`config.mk`:
```
export PLATFORM = sky130hd
export DESIGN_NAME = cps15_snd_glue
export DESIGN_NICKNAME = d
export VERILOG_FILES = /design/src/common/snd_bus_pkg.sv /design/src/common/qsnd_pkg.sv /design/src/source/snd_addr_decode.sv /design/src/source/z80_irq_timer.sv /design/src/qsnd/qsnd_host_regs.sv /design/src/qsnd/qsnd_dsp_capture.sv /design/src/qsnd/qsnd_rate_gate.sv /design/src/source/cps15_snd_glue.sv
export SDC_FILE = /design/constraint.sdc
export NUM_CORES = 1
export LEC_CHECK = 0
export ABC_CLOCK_PERIOD_IN_PS = 4500
export BUFFER_PORTS_ARGS = -buffer_cell sky130_fd_sc_hd__buf_4
export CAP_MARGIN = 20
export CORE_MARGIN = 5
export CORE_UTILIZATION = 45
export CTS_CLUSTER_DIAMETER = 200
export DETAILED_ROUTE_END_ITERATION = 7
export PLACE_DENSITY = 0.71
export RECOVER_POWER = 100
export SLEW_MARGIN = 20
export SYNTH_ARGS = -nofsm -noshare
export SYNTH_HDL_FRONTEND = slang
export SYNTH_SLANG_ARGS = --single-unit
```
`constraint.sdc`:
```
create_clock -name clk48 -period 4.5 [get_ports clk48]
set_clock_uncertainty 0.1 [all_clocks]
set_input_delay 0.675 -clock clk48 [delete_from_list [all_inputs] [get_ports clk48]]
set_output_delay 0.675 -clock clk48 [all_outputs]
set_load 0.05 [all_outputs]
```
`src/common/snd_bus_pkg.sv`:
```
//====================
// sound CPU bus package
// memory map constants of the sound CPU and
// the bus cycle and registered select structs
//====================
`default_nettype none

package snd_bus_pkg;

    // fixed ROM window 0000-7FFF
    localparam logic [15:0] rom_fixed_top = 16'h7FFF;
    // banked ROM window 8000-BFFF, 16 KB per bank
    localparam logic [15:0] rom_bank_base = 16'h8000;
    localparam logic [15:0] rom_bank_top  = 16'hBFFF;

    localparam logic [3:0] ram_page_lo = 4'hC;
    localparam logic [3:0] ram_page_hi = 4'hF;
    localparam logic [3:0] qsnd_page   = 4'hD;   // DSP mailbox page

    localparam int ram_aw = 13;   // 8 KB work RAM
    localparam int rom_aw = 19;   // 512 KB program ROM

    // one CPU bus cycle, 29 bits
    typedef struct packed {
        logic [15:0] addr;
        logic [7:0]  dout;
        logic        mreq_n;
        logic        rd_n;
        logic        wr_n;
        logic        m1_n;
        logic        iorq_n;
    } z80_bus_t;

    // selects registered by the decoder, 16 bits
    typedef struct packed {
        logic       rom;
        logic       ram;
        logic       qsnd_wr;   // mailbox data/address write
        logic       bank_wr;
        logic       qsnd_rd;   // status read
        logic [2:0] reg_ofs;
        logic [7:0] wdata;
    } snd_sel_t;

endpackage

`default_nettype wire

```
`src/common/qsnd_pkg.sv`:
```
//====================
// QSound DSP package
// DSP port struct, sample type, mailbox offsets
//====================
`default_nettype none

package qsnd_pkg;

    typedef logic signed [15:0] sample_t;

    // everything the DSP drives towards the glue, 54 bits
    typedef struct packed {
        logic        pods_n;     // parallel output strobe
        logic        pids_n;     // parallel input strobe
        logic        sadd;       // serial address
        logic        psel;       // channel select, high for right
        logic        iack;
        logic        cen_cko;
        logic [15:0] ab;
        logic [15:0] pbus_out;
        logic [15:0] serout;
    } dsp_port_t;

    // mailbox offsets inside the QSound page
    localparam logic [2:0] reg_data_hi = 3'd0;
    localparam logic [2:0] reg_data_lo = 3'd1;
    localparam logic [2:0] reg_addr    = 3'd2;   // also starts the transfer
    localparam logic [2:0] reg_bank    = 3'd3;
    localparam logic [2:0] reg_status  = 3'd7;

endpackage

`default_nettype wire

```
`src/source/snd_addr_decode.sv`:
```
//====================
// sound CPU address decoder
// registers chip selects per memory request,
// forms the banked ROM address and muxes read data
//====================
`timescale 1ns/1ps
`default_nettype none

module snd_addr_decode (
    input  logic                              clk48,
    input  logic                              rst,
    input  snd_bus_pkg::z80_bus_t             z80_bus,
    input  logic [7:0]                        rom_data,
    input  logic [7:0]                        ram_data,
    input  logic [7:0]                        status_byte,
    input  logic [3:0]                        bank,
    output snd_bus_pkg::snd_sel_t             snd_sel,
    output logic [snd_bus_pkg::rom_aw-1:0]    rom_addr,
    output logic                              rom_cs,
    output logic [snd_bus_pkg::ram_aw-1:0]    ram_addr,
    output logic                              ram_we,
    output logic [7:0]                        cpu_din
);

    localparam int rw = snd_bus_pkg::rom_aw;
    localparam logic [rw-1:0] bank_base = rw'(snd_bus_pkg::rom_bank_base);

    logic [3:0]            page;
    logic                  in_fixed, in_bank, in_ram, in_qsnd;
    snd_bus_pkg::snd_sel_t sel_d;

    always_comb begin
        page     = z80_bus.addr[15:12];
        in_fixed = z80_bus.addr <= snd_bus_pkg::rom_fixed_top;
        in_bank  = z80_bus.addr >= snd_bus_pkg::rom_bank_base &&
                   z80_bus.addr <= snd_bus_pkg::rom_bank_top;
        in_ram   = page == snd_bus_pkg::ram_page_lo || page == snd_bus_pkg::ram_page_hi;
        in_qsnd  = page == snd_bus_pkg::qsnd_page;
        sel_d    = '0;
        if (!z80_bus.mreq_n) begin
            sel_d.rom     = in_fixed | in_bank;
            sel_d.ram     = in_ram;
            sel_d.qsnd_wr = in_qsnd && !z80_bus.wr_n && z80_bus.addr[2:0] <= qsnd_pkg::reg_addr;
            sel_d.bank_wr = in_qsnd && !z80_bus.wr_n && z80_bus.addr[2:0] == qsnd_pkg::reg_bank;
            sel_d.qsnd_rd = in_qsnd && !z80_bus.rd_n &&
                            z80_bus.addr[2:0] == qsnd_pkg::reg_status;
        end
        sel_d.reg_ofs = z80_bus.addr[2:0];
        sel_d.wdata   = z80_bus.dout;
    end

    always_ff @(posedge clk48 or posedge rst) begin
        if (rst) begin
            snd_sel <= '0;
            ram_we  <= 1'b0;
        end else begin
            snd_sel <= sel_d;
            ram_we  <= sel_d.ram & ~z80_bus.wr_n;
        end
    end

    // addresses only move while a request is active
    always_ff @(posedge clk48) begin
        if (!z80_bus.mreq_n) begin
            rom_addr <= in_bank ? {{(rw-18){1'b0}}, bank, z80_bus.addr[13:0]} + bank_base
                                : {{(rw-15){1'b0}}, z80_bus.addr[14:0]};
            ram_addr <= z80_bus.addr[snd_bus_pkg::ram_aw-1:0];
        end
    end

    assign rom_cs  = snd_sel.rom;
    assign cpu_din = snd_sel.rom     ? rom_data    :
                     snd_sel.ram     ? ram_data    :
                     snd_sel.qsnd_rd ? status_byte : 8'hFF;   // open bus

    a_one_sel: assert property (@(posedge clk48) disable iff (rst)
        $onehot0({snd_sel.rom, snd_sel.ram, snd_sel.qsnd_wr, snd_sel.bank_wr, snd_sel.qsnd_rd}))
        else $error("decode: more than one select active");

endmodule

`default_nettype wire

```
`src/source/z80_irq_timer.sv`:
```
//====================
// sound CPU interrupt timer
// periodic int_n counted in cen8 ticks,
// released by the acknowledge cycle
//====================
`timescale 1ns/1ps
`default_nettype none

module z80_irq_timer #(
    parameter int IRQ_PERIOD = 32000
) (
    input  logic                  clk48,
    input  logic                  rst,
    input  logic                  cen8,
    input  snd_bus_pkg::z80_bus_t z80_bus,
    output logic                  int_n
);

    localparam int cw = $clog2(IRQ_PERIOD + 1);
    localparam logic [cw-1:0] term = cw'(IRQ_PERIOD - 1);

    logic [cw-1:0] cnt;
    logic          ack;

    assign ack = !z80_bus.m1_n && !z80_bus.iorq_n;   // interrupt acknowledge

    always_ff @(posedge clk48 or posedge rst) begin
        if (rst) begin
            cnt   <= '0;
            int_n <= 1'b1;
        end else if (cen8) begin
            cnt <= cnt == term ? '0 : cnt + 1'b1;
            if (ack)
                int_n <= 1'b1;
            else if (cnt == term)
                int_n <= 1'b0;
        end
    end

    a_int_on_tick: assert property (@(posedge clk48) disable iff (rst)
        $fell(int_n) |-> $past(cen8)) else $error("int_n fell off a cen8 tick");

endmodule

`default_nettype wire

```
`src/qsnd/qsnd_host_regs.sv`:
```
//====================
// QSound host mailbox
// data word and address byte from the sound CPU,
// bank register, DSP reset and the two-step DSP
// interrupt read of the parallel port
//====================
`timescale 1ns/1ps
`default_nettype none

module qsnd_host_regs (
    input  logic                  clk48,
    input  logic                  rst,
    input  snd_bus_pkg::snd_sel_t snd_sel,
    input  qsnd_pkg::dsp_port_t   dsp,
    output logic [3:0]            bank,
    output logic [7:0]            status_byte,
    output logic [15:0]           pbus_in,
    output logic                  dsp_irq,
    output logic                  dsp_rdy_n,
    output logic                  dsp_rst
);

    logic [15:0] data_word;
    logic [7:0]  addr_byte;
    logic [1:0]  step;          // 11 address phase, then data
    logic        last_pids_n;
    logic        pids_rise;
    logic        addr_wr;

    assign addr_wr   = snd_sel.qsnd_wr && snd_sel.reg_ofs == qsnd_pkg::reg_addr;
    assign pids_rise = dsp.pids_n && !last_pids_n;

    assign dsp_rdy_n   = ~(dsp_irq | dsp.iack);
    assign status_byte = {dsp_rdy_n, 3'b111, bank};

    always_ff @(posedge clk48 or posedge rst) begin
        if (rst) begin
            bank        <= 4'd0;
            dsp_rst     <= 1'b1;
            dsp_irq     <= 1'b0;
            step        <= 2'b00;
            last_pids_n <= 1'b1;
        end else begin
            last_pids_n <= dsp.pids_n;
            if (snd_sel.bank_wr) begin
                bank    <= snd_sel.wdata[3:0];
                dsp_rst <= ~snd_sel.wdata[7];   // bit 7 lets the DSP run
            end
            if (addr_wr) begin
                dsp_irq <= 1'b1;
                step    <= 2'b11;
            end else if (pids_rise) begin
                // DSP took one word
                dsp_irq <= 1'b0;
                step    <= step >> 1;
            end
        end
    end

    always_ff @(posedge clk48) begin
        if (snd_sel.qsnd_wr) begin
            case (snd_sel.reg_ofs)
                qsnd_pkg::reg_data_hi: data_word[15:8] <= snd_sel.wdata;
                qsnd_pkg::reg_data_lo: data_word[7:0]  <= snd_sel.wdata;
                qsnd_pkg::reg_addr:    addr_byte       <= snd_sel.wdata;
                default: ;
            endcase
        end
        pbus_in <= step[1] ? {8'h00, addr_byte} : data_word;
    end

    a_irq_step: assert property (@(posedge clk48) disable iff (rst)
        dsp_irq |-> step == 2'b11) else $error("dsp_irq high past the address step");

endmodule

`default_nettype wire

```
`src/qsnd/qsnd_dsp_capture.sv`:
```
//====================
// QSound DSP output capture
// sample ROM address from the parallel port and
// left/right words from the serial output
//====================
`timescale 1ns/1ps
`default_nettype none

module qsnd_dsp_capture #(
    parameter int GAIN_SHIFT = 0
) (
    input  logic                clk48,
    input  logic                rst,
    input  qsnd_pkg::dsp_port_t dsp,
    output logic [22:0]         qsnd_addr,
    output qsnd_pkg::sample_t   frame_left,
    output qsnd_pkg::sample_t   frame_right,
    output logic                frame_done
);

    logic              last_pods_n, last_sadd, last_psel;
    logic              pods_rise, sadd_fall, psel_rise;
    qsnd_pkg::sample_t hold_left, hold_right;

    assign pods_rise = dsp.pods_n && !last_pods_n;
    assign sadd_fall = !dsp.sadd && last_sadd;
    assign psel_rise = dsp.psel && !last_psel;

    // reset values chosen so no edge shows up right after reset
    always_ff @(posedge clk48 or posedge rst) begin
        if (rst) begin
            last_pods_n <= 1'b1;
            last_sadd   <= 1'b0;
            last_psel   <= 1'b1;
            qsnd_addr   <= 23'd0;
            frame_done  <= 1'b0;
        end else begin
            last_pods_n <= dsp.pods_n;
            last_sadd   <= dsp.sadd;
            last_psel   <= dsp.psel;
            frame_done  <= psel_rise;
            if (pods_rise)
                qsnd_addr[15:0] <= dsp.pbus_out;
            if (dsp.ab[15] && dsp.cen_cko)
                qsnd_addr[22:16] <= dsp.ab[6:0];   // upper ROM bits
        end
    end

    always_ff @(posedge clk48) begin
        if (sadd_fall) begin
            if (!dsp.psel)
                hold_left  <= qsnd_pkg::sample_t'(dsp.serout << GAIN_SHIFT);
            else
                hold_right <= qsnd_pkg::sample_t'(dsp.serout << GAIN_SHIFT);
        end
        if (psel_rise) begin
            frame_left  <= hold_left;
            frame_right <= hold_right;
        end
    end

endmodule

`default_nettype wire

```
`src/qsnd/qsnd_rate_gate.sv`:
```
//====================
// QSound sample-rate gate
// sleeps the DSP after each frame and publishes
// one stereo sample every SAMPLE_PERIOD cycles
//====================
`timescale 1ns/1ps
`default_nettype none

module qsnd_rate_gate #(
    parameter int SAMPLE_PERIOD = 2000
) (
    input  logic              clk48,
    input  logic              rst,
    input  logic              qsnd_ok,
    input  qsnd_pkg::sample_t frame_left,
    input  qsnd_pkg::sample_t frame_right,
    input  logic              frame_done,
    output logic              qsnd_cen,
    output qsnd_pkg::sample_t left,
    output qsnd_pkg::sample_t right,
    output logic              sample
);

    localparam int cw = $clog2(SAMPLE_PERIOD + 1);
    localparam logic [cw-1:0] term = cw'(SAMPLE_PERIOD - 1);

    logic [cw-1:0] cnt;
    logic          sleep;

    always_ff @(posedge clk48 or posedge rst) begin
        if (rst) begin
            cnt      <= '0;
            sleep    <= 1'b0;
            qsnd_cen <= 1'b1;
            sample   <= 1'b0;
            left     <= '0;
            right    <= '0;
        end else begin
            qsnd_cen <= ~sleep & qsnd_ok;   // DSP also stalls on slow ROM
            if (cnt == term) begin
                cnt    <= '0;
                sleep  <= 1'b0;   // wake for the next period
                sample <= 1'b1;
                left   <= frame_left;
                right  <= frame_right;
            end else begin
                cnt    <= cnt + 1'b1;
                sample <= 1'b0;
                if (frame_done)
                    sleep <= 1'b1;
            end
        end
    end

    a_sample_pulse: assert property (@(posedge clk48) disable iff (rst)
        sample |=> !sample) else $error("sample held for two cycles");

endmodule

`default_nettype wire

```
`src/source/cps15_snd_glue.sv`:
```
//====================
// CPS-1.5 sound glue, top level
// sound CPU decode and interrupt, QSound mailbox,
// DSP capture and sample-rate gate
//====================
`timescale 1ns/1ps
`default_nettype none

module cps15_snd_glue #(
    parameter int IRQ_PERIOD    = 32000,
    parameter int SAMPLE_PERIOD = 2000,
    parameter int GAIN_SHIFT    = 0
) (
    input  logic                              clk48,
    input  logic                              rst,
    input  logic                              cen8,
    input  snd_bus_pkg::z80_bus_t             z80_bus,
    input  logic [7:0]                        rom_data,
    input  logic [7:0]                        ram_data,
    input  qsnd_pkg::dsp_port_t               dsp,
    input  logic                              qsnd_ok,
    output logic [7:0]                        cpu_din,
    output logic [snd_bus_pkg::rom_aw-1:0]    rom_addr,
    output logic                              rom_cs,
    output logic [snd_bus_pkg::ram_aw-1:0]    ram_addr,
    output logic                              ram_we,
    output logic                              int_n,
    output logic [15:0]                       pbus_in,
    output logic                              dsp_irq,
    output logic                              dsp_rdy_n,
    output logic                              dsp_rst,
    output logic [22:0]                       qsnd_addr,
    output logic                              qsnd_cen,
    output qsnd_pkg::sample_t                 left,
    output qsnd_pkg::sample_t                 right,
    output logic                              sample
);

    snd_bus_pkg::snd_sel_t snd_sel;
    logic [7:0]            status_byte;
    logic [3:0]            bank;
    qsnd_pkg::sample_t     frame_left, frame_right;
    logic                  frame_done;

    snd_addr_decode u_decode (
        .clk48, .rst, .z80_bus, .rom_data, .ram_data, .status_byte, .bank,
        .snd_sel, .rom_addr, .rom_cs, .ram_addr, .ram_we, .cpu_din
    );

    z80_irq_timer #(.IRQ_PERIOD(IRQ_PERIOD)) u_irq (
        .clk48, .rst, .cen8, .z80_bus, .int_n
    );

    qsnd_host_regs u_host (
        .clk48, .rst, .snd_sel, .dsp,
        .bank, .status_byte, .pbus_in, .dsp_irq, .dsp_rdy_n, .dsp_rst
    );

    qsnd_dsp_capture #(.GAIN_SHIFT(GAIN_SHIFT)) u_capture (
        .clk48, .rst, .dsp, .qsnd_addr, .frame_left, .frame_right, .frame_done
    );

    qsnd_rate_gate #(.SAMPLE_PERIOD(SAMPLE_PERIOD)) u_gate (
        .clk48, .rst, .qsnd_ok, .frame_left, .frame_right, .frame_done,
        .qsnd_cen, .left, .right, .sample
    );

endmodule

`default_nettype wire

```
==> impl_metrics.csv <==
group,metric,value,unit
min_path,min_from,"dsp[53]",
pwr,p_leak,4.24,nW
worst_setup_path,arrival,3.62,ns
worst_setup_path,cp-startpoint,"u_gate.cnt[0]$_DFF_PP0_",
status,outcome,"finished, violations left",
synth,yosysWarningCount,0,
worst_setup_path,ff2ff_path_depth,5,
clock_network,clock_latency,0.51,ns
global_routing,grt_pass1_vias,5158,
min_path,hold_path_class,"in2reg",
run,cap_violations,3,
finish,fillers,1513,
sta,layout_min_cycle_time,3.34,ns
placement,io_buffers,213,
worst_setup_path,path_delay_family,"buffers and inverters",
synth,seq_area_frac_synth,76.2,%
clock_network,numCtsBuffers,25,
placement,gp_congestion,0.796,
placement,hpwl,12.3,mm
sta,fin_crit_sh,74.1,%
sta,setup_violations,0,
clock_network,cts.sinks,236,
clock_network,cts_root_buf,"clkbuf_16",
pwr,p_per_area,467,nW/um^2
global_routing,overflow,0,
die,rows,49,
worst_setup_path,critPathKind,"reg2reg",
clock_network,tritoncts,"built",
sta,worst_slack,1.16,ns
die,io_pins,222,
global_routing,grt_use_total,15.7,%
die,core,18100,sq um
route,drt_iter0_markers,208,
worst_setup_path,worstPathMaxFanout,42,
finish,final_layout_size_suffix_gt1_share,25.3,%
sta,drv_slew,138,
clock_network,holdBufCountCts,0,
status,failed_checks,"capacitance limit, slew limit",
route,postRouteAntennaNets,0,
min_path,min_to,"u_capture.last_pods_n$_DFF_PP1_",
route,detail_route.wl_per_cell,17.7,um
sta,relSlewSlack,-94.1,%
clock_network,cts.htree.levels,1,
sta,grt_setup_unrepaired,"no",
placement,post-place-ws,2.24,ns
synth,netlist.area_leader.share,38.5,%
route,routed_wl,17.2,mm
pwr,peakVddDrop,0.000326,V
clock_network,path_clk_slew,0.06,ns
synth,ys.flop_type,"edfxtp_1",
synth,yosys_register_bits,236,
die,die_area,21400,sq um
synth,syn_avg_cell_area,16.5,sq um
route,dr.pass1.iters,4,
worst_setup_path,critical_path.max_stage_delay,1.61,ns
synth,synth-async-reset-ratio,47.9,%
synth,syn-num-nets,611,
synth,synth_area,8350,sq um
synth,synth_top_cell_by_area,"edfxtp_1",
sta,hold_viol_final,0,
worst_setup_path,reg2reg_slack,1.16,ns
synth,synth_cell_types,44,
sta,setup_tns,0,ns
worst_setup_path,cp_slowest_cell,"clkbuf_1",
global_routing,grt_start_max_net_pins,61,
min_path,hold_depth,1,
global_routing,antenna_found_initial,0,
sta,fmax,300,MHz
clock_network,ctsResizeCount,0,
synth,synth-edff-count,107,
clock_network,post_cts_buffers,0,
route,vias_per_cell,4.93,
sta,tightest_slew,2.91,ns
worst_setup_path,r2r_start,"u_gate.cnt[0]$_DFF_PP0_",
synth,synth.area.top_cells,"edfxtp_1 38%, dfrtp_1 32%, mux2_2 9.0%",
worst_setup_path,startpoint_type,"register",
finish,area_growth,24.5,%
worst_setup_path,crit_chain,"ha_1, nand3_1, nor4_4, clkbuf_1, mux2_2",
clock_network,clockBufferDepth,3,
route,num_vias,4805,
worst_setup_path,end_kind,"register",
worst_setup_path,required,4.78,ns
synth,syn_inst,505,
global_routing,grt_pass1_wl,27.3,mm
die,die_x,146,um
worst_setup_path,crit_buf_inv,1,
finish,nNetsFinal,833,
route,drc,0,
worst_setup_path,r2r_end,"u_gate.right[15]$_DFFE_PP0P_",
die,die_h,146,um
finish,n_antenna_cell,0,
die,start_util,46.0,%
sta,hold_ws,0.188,ns
-- where the power goes --
group	switching, mW	internal (mW)
clock network	0.793	1.19
logic	0.333	0.123
registers	0.0638	2.36
total	1.19	3.67
-- registers in the layout, indices dropped and copies added (netlist names), 16 cells and up --
signal,cells
u_capture.qsnd_addr,23
u_capture.frame_left,16
u_capture.frame_right,16
u_capture.hold_left,16
u_capture.hold_right,16
u_gate.left,16
u_gate.right,16
u_host.data_word,16
u_host.pbus_in,16
-- placed cells by master, fill, tap and decap left out, types with 3 or more instances in the layout --
cell | netlist | routed
nor4_1 | 4 | 5
o21ai_0 | 12 | 12
nand4_1 | 9 | 9
o22ai_1 | 5 | 5
xnor2_1 | 11 | 11
buf_4 | 13 | 50
nand3_1 | 7 | 7
edfxtp_1 | 107 | 107
nand2b_1 | 6 | 6
nor2b_1 | 14 | 14
clkbuf_16 | 0 | 28
dfstp_2 | 6 | 5
ha_1 | 3 | 3
clkbuf_4 | 0 | 28
nand2_1 | 22 | 22
dfrtp_1 | 107 | 107
a21oi_1 | 5 | 5
inv_1 | 12 | 11
mux2_2 | 67 | 66
nor3_1 | 6 | 6
nor2_1 | 26 | 26
dfxtp_1 | 16 | 16
clkbuf_1 | 5 | 150
xor2_1 | 8 | 8
clkbuf_8 | 0 | 3
-- stage by stage --
step	cell area (sq um)	util [%]	total power, mW	std cells
final	10400	57.3	4.85	975
after global routing	10400	57.3	5.05	975
after CTS	11000	60.4	4.98	975
after detailed placement	10100	55.9	2.99	929
after global placement	10100	55.9	2.97	929
after floorplan	8350	-	2.78	505
-- how the worst max path moves through the flow --
stage	to	slack, ns	cells past startpoint
2_1_floorplan	u_capture.frame_done$_DFF_PP0_	0.75	1
3_3_place_gp	u_capture.qsnd_addr[11]$_DFFE_PP0P_	2.12	3
3_5_place_dp	cpu_din[7]	2.24	5
4_1_cts	cpu_din[7]	1.74	4
5_1_grt	u_gate.right[15]$_DFFE_PP0P_	0.86	5
6_report	u_gate.right[15]$_DFFE_PP0P_	1.16	5
-- cells in the mapped netlist, types with 2 or more instances --
library cell / n
a21o_1: 2
nor2_1: 26
nor4bb_1: 2
clkbuf_1: 5
inv_1: 12
nor4_1: 4
mux2_2: 67
nand2_1: 22
nand4_1: 9
nor4b_1: 2
mux2i_1: 2
dfxtp_1: 16
nand3_1: 7
o21ai_0: 12
and3b_1: 2
a21oi_1: 5
buf_2: 3
nor3_1: 6
o22ai_1: 5
nor2b_1: 14
dfrtp_1: 107
and3_1: 2
dfstp_2: 6
ha_1: 3
nor3b_1: 2
xnor2_1: 11
xor2_1: 8
nand2b_1: 6
buf_6: 3
edfxtp_1: 107
and4_1: 2
buf_4: 13
-- cell families (layout without fill, tap and decap cells) --
kind of cell / after synthesis / in the layout / synth area share [%]
multiplexers: 69 / 69 / 9.27
AO/OA/AOI/OAI: 30 / 30 / 2.20
adder cells (fa/ha/maj): 3 / 3 / 0.449
XOR/XNOR: 19 / 19 / 1.99
AND/OR/NAND/NOR: 111 / 111 / 7.28
buffers and inverters: 37 / 278 / 2.56
flip-flops: 236 / 236 / 76.2
-- cell type report --
class,count,area (sq um),area share [%]
clock inverter,7,46.3,0.445
inverter,12,46.3,0.445
sequential,236,6370,61.2
multi-input combinational,232,1760,17.0
tap,229,287,2.75
clock buffer,39,772,7.42
timing repair buffer,220,1120,10.8
-- worst reg2reg max path: stages (launching register included) --
cell,delay (ns)
dfrtp_1,0.38
ha_1,0.20
nand3_1,0.24
nor4_4,0.20
clkbuf_1,1.61
mux2_2,0.48
-- layer usage --
metal  up-vias  wire length (um)  track usage (%)
met3        21              1600             5.89
met1      2345              6830             18.8
met2       190              8540             27.3
met5         -                 0                0
li1       2249                 -                -
met4         0               245             2.96
Note: power is estimated with default switching activity, not from simulation.
